### src/alu_pkg.sv
package alu_pkg;

  localparam int data_w   = 32;
  localparam int shamt_w  = 5;
  localparam int num_regs = 8;
  localparam int addr_w   = 8;  // address bits decoded by each host port

  typedef logic [data_w-1:0]           data_t;
  typedef logic [$clog2(num_regs)-1:0] reg_idx_t;
  typedef logic [addr_w-1:0]           addr_t;
  typedef logic [1:0]                  axi_resp_t;

  typedef enum logic [3:0] {
    pass, and_op, or_op, xor_op, not_op, add, sub,
    neg, shl, shr, ashr, rol, ror
  } alu_op_e;

  typedef struct packed {
    logic carry;
    logic overflow;
    logic negative;
    logic zero;
  } alu_status_t;

  typedef enum logic [1:0] {
    load,
    exec,
    read
  } req_kind_e;

  typedef struct packed {
    req_kind_e kind;
    alu_op_e   op;
    reg_idx_t  rd;
    reg_idx_t  rs1;
    reg_idx_t  rs2;
    data_t     data;  // value for load
  } rf_req_t;

  typedef struct packed {
    data_t       data;  // read value or alu result
    alu_status_t status;
  } rf_rsp_t;

  // host address map
  localparam addr_t addr_cmd      = 8'h00;
  localparam addr_t addr_status   = 8'h04;
  localparam addr_t addr_reg_base = 8'h20;  // r0..r7 at 0x20..0x3c

  localparam axi_resp_t resp_okay   = 2'b00;
  localparam axi_resp_t resp_slverr = 2'b10;

endpackage

### src/alu.sv
`timescale 1ns/1ns

module alu (
  input  logic                 result_en,
  input  alu_pkg::alu_op_e     operation,
  input  alu_pkg::data_t       a,
  input  alu_pkg::data_t       b,
  output alu_pkg::data_t       out,
  output alu_pkg::alu_status_t status
);
  import alu_pkg::*;

  data_t              out_var;
  data_t              adder_b;
  data_t              adder_out;
  logic               adder_carry;
  logic               adder_overflow;
  logic [shamt_w-1:0] shamt;

  assign shamt   = b[shamt_w-1:0];
  assign adder_b = (operation == sub) ? -b : b;  // a - b as a + (-b)
  assign out     = result_en ? out_var : '0;     // zero instead of a floating bus

  full_adder u_adder (
    .a         (a),
    .b         (adder_b),
    .out       (adder_out),
    .carry_out (adder_carry),
    .overflow  (adder_overflow)
  );

  always_comb begin
    status  = '0;
    out_var = '0;

    unique case (operation)
      pass:   out_var = b;  // unary ops read b
      and_op: out_var = a & b;
      or_op:  out_var = a | b;
      xor_op: out_var = a ^ b;
      not_op: out_var = ~b;
      add, sub: begin
        out_var         = adder_out;
        status.carry    = adder_carry;
        status.overflow = adder_overflow;
      end
      neg:  out_var = -b;

      // carry takes the last bit pushed out of the word
      shl:  {status.carry, out_var} = (data_w + 1)'(a) << shamt;
      shr:  {out_var, status.carry} = {a, 1'b0} >> shamt;
      ashr: {out_var, status.carry} = $signed({a, 1'b0}) >>> shamt;

      // doubled word so the wrapped bits fall into place
      rol:  {status.carry, out_var} = (data_w + 1)'({a, a} >> (data_w - shamt));
      ror:  {out_var, status.carry} = (data_w + 1)'({a, a, 1'b0} >> shamt);

      default: out_var = '0;
    endcase

    status.negative = out_var[data_w-1];
    status.zero     = (out_var == '0);

    // the ports reject unknown op codes, so none should reach an enabled alu
    if (result_en) begin
      a_op_known: assert final (operation inside {[pass:ror]})
        else $error("alu: unknown operation %0h while enabled", operation);
    end
  end

endmodule

### src/alu_cluster.sv
`timescale 1ns/1ns

module alu_cluster (
  input  logic               clk,
  input  logic               reset,
  input  logic               s0_awvalid,
  output logic               s0_awready,
  input  alu_pkg::addr_t     s0_awaddr,
  input  logic               s0_wvalid,
  output logic               s0_wready,
  input  alu_pkg::data_t     s0_wdata,
  output logic               s0_bvalid,
  input  logic               s0_bready,
  output alu_pkg::axi_resp_t s0_bresp,
  input  logic               s0_arvalid,
  output logic               s0_arready,
  input  alu_pkg::addr_t     s0_araddr,
  output logic               s0_rvalid,
  input  logic               s0_rready,
  output alu_pkg::data_t     s0_rdata,
  output alu_pkg::axi_resp_t s0_rresp,
  input  logic               s1_awvalid,
  output logic               s1_awready,
  input  alu_pkg::addr_t     s1_awaddr,
  input  logic               s1_wvalid,
  output logic               s1_wready,
  input  alu_pkg::data_t     s1_wdata,
  output logic               s1_bvalid,
  input  logic               s1_bready,
  output alu_pkg::axi_resp_t s1_bresp,
  input  logic               s1_arvalid,
  output logic               s1_arready,
  input  alu_pkg::addr_t     s1_araddr,
  output logic               s1_rvalid,
  input  logic               s1_rready,
  output alu_pkg::data_t     s1_rdata,
  output alu_pkg::axi_resp_t s1_rresp
);
  import alu_pkg::*;

  logic [1:0]    port_req_valid;
  rf_req_t [1:0] port_req;
  logic [1:0]    port_grant;
  rf_rsp_t [1:0] port_rsp;
  logic          rf_req_valid;
  rf_req_t       rf_req;
  rf_rsp_t       rf_rsp;

  axil_cmd_port u_port0 (
    .clk     (clk),        .reset   (reset),
    .awvalid (s0_awvalid), .awready (s0_awready), .awaddr (s0_awaddr),
    .wvalid  (s0_wvalid),  .wready  (s0_wready),  .wdata  (s0_wdata),
    .bvalid  (s0_bvalid),  .bready  (s0_bready),  .bresp  (s0_bresp),
    .arvalid (s0_arvalid), .arready (s0_arready), .araddr (s0_araddr),
    .rvalid  (s0_rvalid),  .rready  (s0_rready),  .rdata  (s0_rdata),
    .rresp   (s0_rresp),
    .req_valid (port_req_valid[0]), .req (port_req[0]),
    .grant     (port_grant[0]),     .rsp (port_rsp[0])
  );

  axil_cmd_port u_port1 (
    .clk     (clk),        .reset   (reset),
    .awvalid (s1_awvalid), .awready (s1_awready), .awaddr (s1_awaddr),
    .wvalid  (s1_wvalid),  .wready  (s1_wready),  .wdata  (s1_wdata),
    .bvalid  (s1_bvalid),  .bready  (s1_bready),  .bresp  (s1_bresp),
    .arvalid (s1_arvalid), .arready (s1_arready), .araddr (s1_araddr),
    .rvalid  (s1_rvalid),  .rready  (s1_rready),  .rdata  (s1_rdata),
    .rresp   (s1_rresp),
    .req_valid (port_req_valid[1]), .req (port_req[1]),
    .grant     (port_grant[1]),     .rsp (port_rsp[1])
  );

  cmd_arbiter u_arbiter (
    .clk          (clk),
    .reset        (reset),
    .req_valid    (port_req_valid),
    .req          (port_req),
    .grant        (port_grant),
    .rf_req_valid (rf_req_valid),
    .rf_req       (rf_req),
    .rf_rsp       (rf_rsp),
    .rsp          (port_rsp)
  );

  alu_regs u_regs (
    .clk       (clk),
    .reset     (reset),
    .req_valid (rf_req_valid),
    .req       (rf_req),
    .rsp       (rf_rsp)
  );

endmodule

### src/alu_regs.sv
`timescale 1ns/1ns

module alu_regs (
  input  logic             clk,
  input  logic             reset,
  input  logic             req_valid,
  input  alu_pkg::rf_req_t req,
  output alu_pkg::rf_rsp_t rsp
);
  import alu_pkg::*;

  data_t       regs [num_regs];
  data_t       rs1_val;
  data_t       rs2_val;
  data_t       alu_out;
  alu_status_t alu_status;
  logic        result_en;

  // both source reads are combinational
  assign rs1_val   = regs[req.rs1];
  assign rs2_val   = regs[req.rs2];
  assign result_en = req_valid && (req.kind == exec);

  alu u_alu (
    .result_en (result_en),
    .operation (req.op),
    .a         (rs1_val),
    .b         (rs2_val),
    .out       (alu_out),
    .status    (alu_status)
  );

  always_ff @(posedge clk) begin
    if (reset) begin
      for (int i = 0; i < num_regs; i++) begin
        regs[i] <= '0;
      end
    end else if (req_valid) begin
      case (req.kind)
        load:    regs[req.rd] <= req.data;
        exec:    regs[req.rd] <= alu_out;  // result lands at the grant edge
        default: regs[req.rd] <= regs[req.rd];
      endcase
    end
  end

  // same-cycle answer to the granted request
  always_comb begin
    rsp = '0;
    case (req.kind)
      read: rsp.data = rs1_val;
      exec: begin
        rsp.data   = alu_out;
        rsp.status = alu_status;
      end
      default: rsp.data = req.data;  // load echoes the word written
    endcase
  end

endmodule

### src/axil_cmd_port.sv
`timescale 1ns/1ns

module axil_cmd_port (
  input  logic               clk,
  input  logic               reset,
  input  logic               awvalid,
  output logic               awready,
  input  alu_pkg::addr_t     awaddr,
  input  logic               wvalid,
  output logic               wready,
  input  alu_pkg::data_t     wdata,
  output logic               bvalid,
  input  logic               bready,
  output alu_pkg::axi_resp_t bresp,
  input  logic               arvalid,
  output logic               arready,
  input  alu_pkg::addr_t     araddr,
  output logic               rvalid,
  input  logic               rready,
  output alu_pkg::data_t     rdata,
  output alu_pkg::axi_resp_t rresp,
  output logic               req_valid,
  output alu_pkg::rf_req_t   req,
  input  logic               grant,
  input  alu_pkg::rf_rsp_t   rsp
);
  import alu_pkg::*;

  typedef enum logic [1:0] {wr_idle, wr_issue, wr_error, wr_resp} wr_state_e;
  typedef enum logic [1:0] {rd_idle, rd_issue, rd_local, rd_resp} rd_state_e;

  wr_state_e   wr_state;
  rd_state_e   rd_state;
  logic        aw_got;
  logic        w_got;
  logic        aw_done;
  logic        w_done;
  addr_t       awaddr_q;
  data_t       wdata_q;
  addr_t       wr_addr;
  data_t       wr_data;
  logic        op_ok;
  rf_req_t     wr_req;
  rf_req_t     rd_req;
  logic        wr_sel;
  logic        rd_shown;
  alu_status_t last_status;

  function automatic logic is_reg_addr(addr_t addr);
    return (addr[addr_w-1:5] == addr_reg_base[addr_w-1:5]) && (addr[1:0] == 2'b00);
  endfunction

  // aw and w may complete in either order
  assign aw_done = aw_got || (awvalid && awready);
  assign w_done  = w_got || (wvalid && wready);
  assign wr_addr = aw_got ? awaddr_q : awaddr;
  assign wr_data = w_got ? wdata_q : wdata;
  assign op_ok   = wr_data[3:0] <= ror;

  // writes win unless a read already sits on the channel ungranted
  assign wr_sel    = (wr_state == wr_issue) && !rd_shown;
  assign req_valid = (wr_state == wr_issue) || (rd_state == rd_issue);
  assign req       = wr_sel ? wr_req : rd_req;

  always_ff @(posedge clk) begin
    if (reset) begin
      rd_shown <= 1'b0;
    end else begin
      rd_shown <= (rd_state == rd_issue) && !wr_sel && !grant;
    end
  end

  always_ff @(posedge clk) begin
    if (reset) begin
      wr_state    <= wr_idle;
      awready     <= 1'b0;
      wready      <= 1'b0;
      aw_got      <= 1'b0;
      w_got       <= 1'b0;
      bvalid      <= 1'b0;
      bresp       <= resp_okay;
      last_status <= '0;
    end else begin
      unique case (wr_state)
        wr_idle: begin
          awready <= !aw_done;
          wready  <= !w_done;
          aw_got  <= aw_done;
          w_got   <= w_done;
          if (awvalid && awready) begin
            awaddr_q <= awaddr;
          end
          if (wvalid && wready) begin
            wdata_q <= wdata;
          end
          if (aw_done && w_done) begin
            aw_got <= 1'b0;
            w_got  <= 1'b0;
            if (wr_addr == addr_cmd && op_ok) begin
              wr_req   <= '{kind: exec, op: alu_op_e'(wr_data[3:0]), rd: wr_data[10:8],
                            rs1: wr_data[14:12], rs2: wr_data[18:16], data: '0};
              wr_state <= wr_issue;
            end else if (is_reg_addr(wr_addr)) begin
              wr_req   <= '{kind: load, op: pass, rd: wr_addr[4:2],
                            rs1: '0, rs2: '0, data: wr_data};
              wr_state <= wr_issue;
            end else begin
              wr_state <= wr_error;  // status, bad op or unmapped
            end
          end
        end
        wr_issue: begin
          if (grant && wr_sel) begin
            if (wr_req.kind == exec) begin
              last_status <= rsp.status;  // only this port's own commands
            end
            bresp    <= resp_okay;
            bvalid   <= 1'b1;
            wr_state <= wr_resp;
          end
        end
        wr_error: begin
          bresp    <= resp_slverr;
          bvalid   <= 1'b1;
          wr_state <= wr_resp;
        end
        wr_resp: begin
          if (bready) begin
            bvalid   <= 1'b0;
            wr_state <= wr_idle;
          end
        end
      endcase
    end
  end

  always_ff @(posedge clk) begin
    if (reset) begin
      rd_state <= rd_idle;
      arready  <= 1'b0;
      rvalid   <= 1'b0;
      rresp    <= resp_okay;
    end else begin
      unique case (rd_state)
        rd_idle: begin
          arready <= 1'b1;
          if (arvalid && arready) begin
            arready <= 1'b0;
            if (is_reg_addr(araddr)) begin
              rd_req   <= '{kind: read, op: pass, rd: '0,
                            rs1: araddr[4:2], rs2: '0, data: '0};
              rd_state <= rd_issue;
            end else begin
              // answered here without the arbiter
              rdata    <= (araddr == addr_status) ? data_t'(last_status) : '0;
              rresp    <= (araddr == addr_status) ? resp_okay : resp_slverr;
              rd_state <= rd_local;
            end
          end
        end
        rd_issue: begin
          if (grant && !wr_sel) begin
            rdata    <= rsp.data;
            rresp    <= resp_okay;
            rvalid   <= 1'b1;
            rd_state <= rd_resp;
          end
        end
        rd_local: begin
          rvalid   <= 1'b1;
          rd_state <= rd_resp;
        end
        rd_resp: begin
          if (rready) begin
            rvalid   <= 1'b0;
            rd_state <= rd_idle;
          end
        end
      endcase
    end
  end

endmodule

### src/cmd_arbiter.sv
`timescale 1ns/1ns

module cmd_arbiter (
  input  logic                   clk,
  input  logic                   reset,
  input  logic [1:0]             req_valid,
  input  alu_pkg::rf_req_t [1:0] req,
  output logic [1:0]             grant,
  output logic                   rf_req_valid,
  output alu_pkg::rf_req_t       rf_req,
  input  alu_pkg::rf_rsp_t       rf_rsp,
  output alu_pkg::rf_rsp_t [1:0] rsp
);

  logic last_grant;  // port served most recently
  logic sel;

  always_comb begin
    if (req_valid == 2'b11) begin
      sel = ~last_grant;  // both waiting, take turns
    end else begin
      sel = req_valid[1];
    end
  end

  assign grant        = req_valid[sel] ? (2'b01 << sel) : 2'b00;
  assign rf_req_valid = |req_valid;
  assign rf_req       = req[sel];

  // only the granted port sees the answer
  assign rsp[0] = grant[0] ? rf_rsp : '0;
  assign rsp[1] = grant[1] ? rf_rsp : '0;

  always_ff @(posedge clk) begin
    if (reset) begin
      last_grant <= 1'b0;
    end else if (rf_req_valid) begin
      last_grant <= sel;
    end
  end

  a_grant_onehot: assert property (@(posedge clk) disable iff (reset) $onehot0(grant))
    else $error("cmd_arbiter: grant %b is not one-hot", grant);

  a_grant_to_req: assert property (@(posedge clk) disable iff (reset)
    (grant & ~req_valid) == 2'b00)
    else $error("cmd_arbiter: grant %b without request %b", grant, req_valid);

endmodule

### src/full_adder.sv
`timescale 1ns/1ns

module full_adder (
  input  alu_pkg::data_t a,
  input  alu_pkg::data_t b,
  output alu_pkg::data_t out,
  output logic           carry_out,
  output logic           overflow
);
  import alu_pkg::*;

  logic [data_w:0] sum;  // one extra bit for the carry

  assign sum       = {1'b0, a} + {1'b0, b};
  assign out       = sum[data_w-1:0];
  assign carry_out = sum[data_w];

  // signed overflow when both operands agree in sign and the result does not
  assign overflow  = (a[data_w-1] == b[data_w-1]) && (out[data_w-1] != a[data_w-1]);

endmodule

### config.mk
export PLATFORM = sky130hd
export DESIGN_NAME = alu_cluster
export DESIGN_NICKNAME = d
export VERILOG_FILES = /design/src/alu_pkg.sv /design/src/alu.sv /design/src/alu_cluster.sv /design/src/alu_regs.sv /design/src/axil_cmd_port.sv /design/src/cmd_arbiter.sv /design/src/full_adder.sv
export SDC_FILE = /design/constraint.sdc
export NUM_CORES = 2
export LEC_CHECK = 0
export ABC_AREA = 0
export BUFFER_PORTS_ARGS = -buffer_cell sky130_fd_sc_hd__buf_2
export CAP_MARGIN = 20
export CORE_MARGIN = 3
export CORE_UTILIZATION = 57
export DETAILED_ROUTE_END_ITERATION = 8
export PLACE_DENSITY = 0.78
export SETUP_SLACK_MARGIN = 0.5
export SYNTH_ARGS = -nofsm -noshare
export SYNTH_HDL_FRONTEND = slang
export SYNTH_SLANG_ARGS = --single-unit
### constraint.sdc
create_clock -name clk -period 8.55 [get_ports clk]
set_input_delay 0.855 -clock clk [delete_from_list [all_inputs] [get_ports clk]]
set_output_delay 0.855 -clock clk [all_outputs]
set_load 0.005 [all_outputs]
Word level (Yosys, flattened, before mapping)
Memory sizes are Yosys's and may differ from the RTL's.
Index checks and enable logic that the tools add are counted.
{"block": "classes", "n_addsub": 3, "magnitude_cmp": 3, "eq_ne": 50, "n_shift": 6, "muxes": 108, "bitwise_logic": 8, "n_reduce_logical": 94}
{"operator": "32-bit two-way mux", "count": 13}
{"operator": "32-bit case mux with 12 select lines", "count": 1}
{"operator": "32-bit case mux with 2 select lines", "count": 3}
{"operator": "47-bit two-way mux", "count": 4}
{"operator": "46-bit two-way mux", "count": 2}
{"operator": "45-bit two-way mux", "count": 2}
{"operator": "36-bit two-way mux", "count": 2}
{"operator": "65-bit by 5-bit right shift with 33-bit output", "count": 1}
{"operator": "64-bit by 32-bit right shift with 33-bit output", "count": 1}
{"operator": "2-bit two-way mux", "count": 29}
{"operator": "3-bit AND reduction", "count": 14}
{"operator": "32-bit by 32-bit adder with 33-bit output", "count": 1}
{"operator": "1-bit two-way mux", "count": 33}
{"operator": "32-bit by 5-bit left shift with 33-bit output", "count": 1}
{"operator": "33-bit by 5-bit right shift with 33-bit output", "count": 1}
{"operator": "33-bit by 5-bit >>> shifter with 33-bit output", "count": 1}
{"operator": "32-bit AND", "count": 1}
{"operator": "32-bit zero test", "count": 1}
{"operator": "32-bit negator", "count": 1}
{"operator": "32-bit inverter", "count": 1}
{"operator": "32-bit OR", "count": 1}
{"operator": "2-bit case mux with 4 select lines", "count": 4}
{"operator": "32-bit OR reduction", "count": 1}
{"operator": "32-bit XOR", "count": 1}
{"operator": "other kinds (37)", "count": 152}
{"block": "totals", "ff_bits": 283, "ram_bits": 256, "in_bits": 108, "out_inout_bits": 82, "word_cells": 326, "memories": 1}
{"name": "u_regs.regs", "depth": 8, "word_bits": 32, "rd": 2, "rd_ports_with_merged_regs": 0, "write_ports": 8, "line_no": "alu_regs.sv:12", "source": "data_t regs [num_regs];"}

Depth between registers and ports, before layout
An unclocked memory read counts as a cell.
{"block": "logic_depth", "depth_word": 17, "depth_mapped": 38, "depth_no_buf": 31}

Hierarchy
A second synthesis with hierarchy kept.
{"block": "unflattened", "hier_cells": 4138, "area_unflattened_um2": 42472.0}
{"mod": "alu_regs", "n_inst": 1, "cells_per_inst": 1029, "area_each_um2": 14043.5, "seq_area_each_um2": 7687.4}
{"mod": "alu", "n_inst": 1, "cells_per_inst": 1844, "area_each_um2": 13619.3, "seq_area_each_um2": 0.0}
{"mod": "axil_cmd_port", "n_inst": 2, "cells_per_inst": 443, "area_each_um2": 5949.5, "seq_area_each_um2": 3993.8}
{"mod": "full_adder", "n_inst": 1, "cells_per_inst": 236, "area_each_um2": 1657.8, "seq_area_each_um2": 0.0}
{"mod": "cmd_arbiter", "n_inst": 1, "cells_per_inst": 143, "area_each_um2": 1252.5, "seq_area_each_um2": 20.0}

Least setup slack after synthesis
Ideal clock, no wire load.
{"block": "synth_path", "path_type": "reg2reg", "startpoint": "reg u_port0.wr_state[1]", "endpoint": "reg u_port1.rdata[31], data pin", "setup_ps": 266, "t_arrival_ps": 8455, "required_ps": 8284, "path_slack_ps": -171, "stages_incl_launch_ff": 38, "path_buffers": 10, "period_less_slack_ps": 8721, "cell_sequence": "dfxtp_1 > inv_1 > ha_1 > buf_6 > o21a_1 > buf_6 > o22ai_1 > buf_6 > mux4_2 > mux2_2 > buf_6 > clkinv_2 > buf_6 > buf_4 > buf_4 > ha_1 > clkbuf_1 > inv_2 > (+2 left out) > a21boi_0 > ha_1 > a21o_1 > a221o_1 > o41ai_2 > a21oi_1 > a21o_1 > a41o_1 > a21oi_1 > nor3_1 > a2111oi_1 > a31oi_1 > a221oi_1 > xnor2_1 > a211o_1 > a221oi_1 > a21o_1 > nor2_1"}
{"block": "synth_between", "elab_chain_len": 16, "word_cells_on_any_way": 50, "classes_between": "3 x add/sub; 16 x eq/ne; 6 x shift; 14 x mux; 4 x bitwise; 6 x reduce/logical; 1 x memory"}
{"item": "start, declared", "line_no": "axil_cmd_port.sv:32", "source": "wr_state_e wr_state;"}
{"item": "start signal, assigned", "line_no": "axil_cmd_port.sv:75", "source": "wr_state <= wr_idle;"}
{"item": "start signal, assigned", "line_no": "axil_cmd_port.sv:102", "source": "wr_state <= wr_issue;"}
{"item": "start signal, assigned", "line_no": "axil_cmd_port.sv:106", "source": "wr_state <= wr_issue;"}
{"item": "2-bit by 1-bit equality test with 1-bit output (*)", "line_no": "axil_cmd_port.sv:61, axil_cmd_port.sv:62"}
{"item": "1-bit logical OR", "line_no": "axil_cmd_port.sv:62", "source": "assign req_valid = (wr_state == wr_issue) || (rd_state == rd_issue);"}
{"item": "2-bit equality test", "line_no": "cmd_arbiter.sv:19", "source": "if (req_valid == 2'b11) begin"}
{"item": "1-bit two-way mux", "line_no": "cmd_arbiter.sv:19"}
{"item": "47-bit two-way mux (not written as such) (2 in series)", "line_no": "cmd_arbiter.sv:28", "source": "assign rf_req = req[sel];"}
{"item": "memory read 8 x 32 bit"}
{"item": "32-bit negator", "line_no": "alu.sv:21, alu.sv:47"}
{"item": "32-bit two-way mux", "line_no": "alu.sv:21", "source": "assign adder_b = (operation == sub) ? -b : b;"}
{"item": "32-bit by 32-bit adder with 33-bit output", "line_no": "full_adder.sv:14", "source": "assign sum = {1'b0, a} + {1'b0, b};"}
{"item": "32-bit case mux with 12 select lines", "line_no": "alu.sv:36", "source": "unique case (operation)"}
{"item": "32-bit two-way mux", "line_no": "alu.sv:22", "source": "assign out = result_en ? out_var : '0;"}
{"item": "32-bit case mux with 2 select lines", "line_no": "alu_regs.sv:50", "source": "case (req.kind)"}
{"item": "36-bit two-way mux (*)", "line_no": "cmd_arbiter.sv:32", "source": "assign rsp[1] = grant[1] ? rf_rsp : '0;"}
{"item": "32-bit two-way mux (*)", "line_no": "axil_cmd_port.sv:162", "source": "if (grant && !wr_sel) begin"}
{"item": "32-bit case mux with 2 select lines (*)", "line_no": "axil_cmd_port.sv:144", "source": "unique case (rd_state)"}
{"item": "end signal, assigned", "line_no": "axil_cmd_port.sv:155", "source": "rdata <= (araddr == addr_status) ? data_t'(last_status) : '0;"}
{"item": "end signal, assigned", "line_no": "axil_cmd_port.sv:163", "source": "rdata <= rsp.data;"}
{"item": "end, declared", "line_no": "axil_cmd_port.sv:20", "source": "output alu_pkg::data_t rdata,"}
Every way passes the cells marked *; elsewhere a longest branch is shown, timed or not. The select of a mux whose other input is x is not followed.
A chain may end at the register's enable or synchronous reset.

Worst setup path in the final report
{"block": "layout_path", "startpoint": "reg u_port0.wr_state[1]", "endpoint": "reg u_port1.rdata[26], data pin"}
The elaborated chain is that of the path after synthesis.

==> results_dict.tcl <==
set metrics [dict create \
    max_slew_margin_pct 2.69 \
    root_buffer "clkbuf_16" \
    fin_util_pct 64.9 \
    gp_congestion 1.12 \
    finalHoldViolCount 0 \
    fmax_mhz 127 \
    cts_sinks 535 \
    seqCellArea_mm2 0.0157 \
    clkTransAtPathRegs_ps 70 \
    multi_input_area_mm2 0.0213 \
    ys_warn_count 0 \
    worst-path-max-fanout 11 \
    io_pins 190 \
    ys_ff_latch 535 \
    ys_top_cells_by_count "nor2_1, edfxtp_1, mux2i_1, nand2_1, clkbuf_1" \
    drc 0 \
    end_kind "register" \
    design_area_mm2 0.0431 \
    grt_max_degree 123 \
    grt_use_total_pct 47.9 \
    synth_top_area_share_pct 38.8 \
    cts_tree "yes" \
    status "complete, no violations" \
    synth.distinct_cells 104 \
    final_cell_count_no_fill 5054 \
    clockPowerShare_pct 16.0 \
    endpoint "u_port1.rdata[26]" \
    finalMaxSlewViolations 0 \
    rsz0062_at_grt "yes" \
    synth_seq_area_share_pct 40.7 \
    fp.dieW_um 266 \
    p_leak_nw 16.5 \
    synth_edf_count 498 \
    fin_nets 4361 \
    seq_power_share_pct 19.8 \
    setup_tns_ps 0 \
    drive_above_1_share_pct 16.1 \
    grt_pass1_wl_um 248000 \
    crit_path_start "u_port0.wr_state[1]" \
    io_buffers 185 \
    finalSetupViolations 0 \
    antenna_found_initial 9 \
    hp-class "primary input to register" \
    synth_area_leaders "edfxtp_1, mux2i_1, nor2_1, ha_1, a221oi_1" \
    drtIter0Drc 6901 \
    cap_violations 0 \
    start_kind "register" \
    whs_path_depth 1 \
    placedCellCount 4925 \
    fillers 5115 \
    switching_share_pct 51.8 \
    dpl-instance-area_mm2 0.0406 \
    synthCells 4037 \
    crit_type "register to register" \
    clk-insertion-delay-late_ps 660 \
    drt_wl_total_um 176000 \
    dp_hpwl_um 126000 \
    cts_buffers 55 \
    wl_per_cell_um 34.9 \
    reg2regPathDepth 27 \
    tightestPinTransition_ps 1440 \
    syn_area_mm2 0.0386 \
    synth_most_common_cell "nor2_1" \
    rrSetupSlack_ps 690 \
    h-tree-depth 2 \
    vias 37800 \
    ant_nets 0 \
    syn_to_final_growth_pct 11.8 \
    total_power_mw 16.3 \
    reg2reg_to "u_port1.rdata[26]" \
    grt_pass1_vias 35300 \
    start_util_pct 58.0 \
    period_needed_ps 7860 \
    irDropWorstVdd_uv 237 \
    hold_buffers 0 \
    worstPathRequired_ps 8900 \
    die_area_mm2 0.0708 \
    yosysTopAreaCell "edfxtp_1" \
    p_switching_mw 8.45 \
    async_flop_share_pct 0 \
    ys.flop_type "edfxtp_1" \
    core-area_mm2 0.0665 \
    period_share_pct 92.0 \
    rows 94 \
    via_per_inst 7.49 \
    skew_ps 61.6 \
    clockBufferDepth 3 \
    grt-ovfl-total 0 \
    syn_area_per_cell_um2 9.55 \
    die_y_um 266 \
    power_frac_comb_pct 64.3 \
    r2r_start "u_port0.wr_state[1]" \
    p_per_area_mw_per_mm2 378 \
    worstPathArrival_ps 8210 \
    p_int_mw 7.86 \
    first_pass_iters 8 \
]
## power groups by stage
stage,Sequential [mW],Clock [mW],Combinational (mW)
4_1_cts,3.21,2.58,9.72
3_3_place_gp,3.26,0,9.64
2_1_floorplan,3.24,0,5.96
3_5_place_dp,3.27,0,9.64
5_1_grt,3.23,2.69,10.7
6_report,3.22,2.60,10.5
## flip-flops by register name, indices dropped and copies added, names as in the netlist, 2 cells and up
| signal | cells |
|---|---|
| u_regs.regs | 256 |
| u_port0.wr_req | 46 |
| u_port1.wr_req | 46 |
| u_port0.rdata | 32 |
| u_port0.wdata_q | 32 |
| u_port1.rdata | 32 |
| u_port1.wdata_q | 32 |
| u_port0.awaddr_q | 8 |
| u_port1.awaddr_q | 8 |
| u_port0.last_status | 4 |
| u_port1.last_status | 4 |
| u_port0.rd_req | 3 |
| u_port1.rd_req | 3 |
| u_port0.rd_state | 2 |
| u_port0.wr_state | 2 |
| u_port1.rd_state | 2 |
| u_port1.wr_state | 2 |
## timing repair
item | 4_1_cts | 5_1_grt
pin swaps | 1 | 6
endpoints found under the setup margin | 55 | 110
buffers inserted | 1 | 7
resized for setup | 7 | 41
gates cloned | 0 | 3
## per-stage QoR
stage,hold WS [ps],setup slack (ps)
after global placement,445,466
after CTS,394,537
final,402,686
after floorplan,437,513
after global routing,406,456
after detailed placement,456,226
## per-layer routing
layer | up-vias | part of all wire [%] | global-route usage, %
met5 | - | 0.032 | 0
met3 | 837 | 14 | 14.4
met2 | 3529 | 42 | 70.6
met4 | 10 | 9.6 | 36.0
met1 | 17900 | 34 | 59.7
li1 | 15500 | - | -
## logic make-up (layout without fill, tap and decap cells)
kind of cell / count (synthesis) / in the layout / synth area share [%]
other: 1 / 9 / 0.00972
xor gates and xnor gates: 75 / 75 / 1.72
AOI/OAI and AO/OA: 980 / 980 / 18.0
muxes: 455 / 455 / 13.5
adders and majority gates: 115 / 115 / 3.75
buffers and inverters: 453 / 598 / 5.31
and+or+nand+nor: 1423 / 1423 / 17.1
DFF: 535 / 535 / 40.7
## placed cells by master (no fill, tap or decap), drive strengths merged, types with 52 or more instances in the layout
| cell | synthesis | layout |
|---|---|---|
| a21oi | 139 | 139 |
| buf | 146 | 387 |
| ha | 114 | 114 |
| and3 | 155 | 155 |
| xnor2 | 67 | 67 |
| edfxtp | 498 | 498 |
| nand2 | 300 | 300 |
| o22ai | 80 | 80 |
| a211oi | 52 | 52 |
| mux2i | 374 | 374 |
| nand3 | 86 | 86 |
| clkbuf | 203 | 72 |
| nor3 | 66 | 66 |
| a22oi | 67 | 67 |
| inv | 102 | 102 |
| a221oi | 157 | 157 |
| o21ai | 182 | 182 |
| nor2 | 621 | 621 |
## final cells by class
cell class / instances / area share, %
multi-input cells: 3052 / 49.5
flip-flops and latches: 535 / 36.4
repair buffers: 390 / 6.13
clock buffers: 69 / 3.43
well taps: 864 / 2.51
clock inverters: 35 / 1.10
inverters: 104 / 0.914
diodes: 5 / 0.0290
## worst min path at each step
stage / from / end
finish: s1_araddr[3] / u_port1.rd_req[36]
global route: s1_araddr[3] / u_port1.rd_req[36]
CTS: s0_araddr[2] / u_port0.rd_req[35]
detailed placement: u_port1.last_status[1] / u_port1.last_status[1]
global placement: u_port1.last_status[1] / u_port1.last_status[1]
floorplan: u_port0.last_status[1] / u_port0.last_status[1]
## worst max-delay path, cell delays in order, from the launching register on
cell and delay (ps):
dfxtp_1 340, inv_1 100, ha_2 320, and2b_4 330
nand3_1 110, buf_4 210, nand2_2 350, buf_4 310
mux4_2 340, mux2i_2 590, nand4_1 330, nor4_1 400
and4_1 450, nor2_1 90, xnor2_1 140, ha_1 400
a21oi_1 210, nand3_1 130, o21ai_0 80, nand2_1 80
o221ai_1 410, a21oi_1 290, o2111ai_1 180, a31o_1 300
nor4_2 410, o22ai_1 170, o21ai_0 420, nor2_1 100
Note: power is estimated with default switching activity, not from simulation.
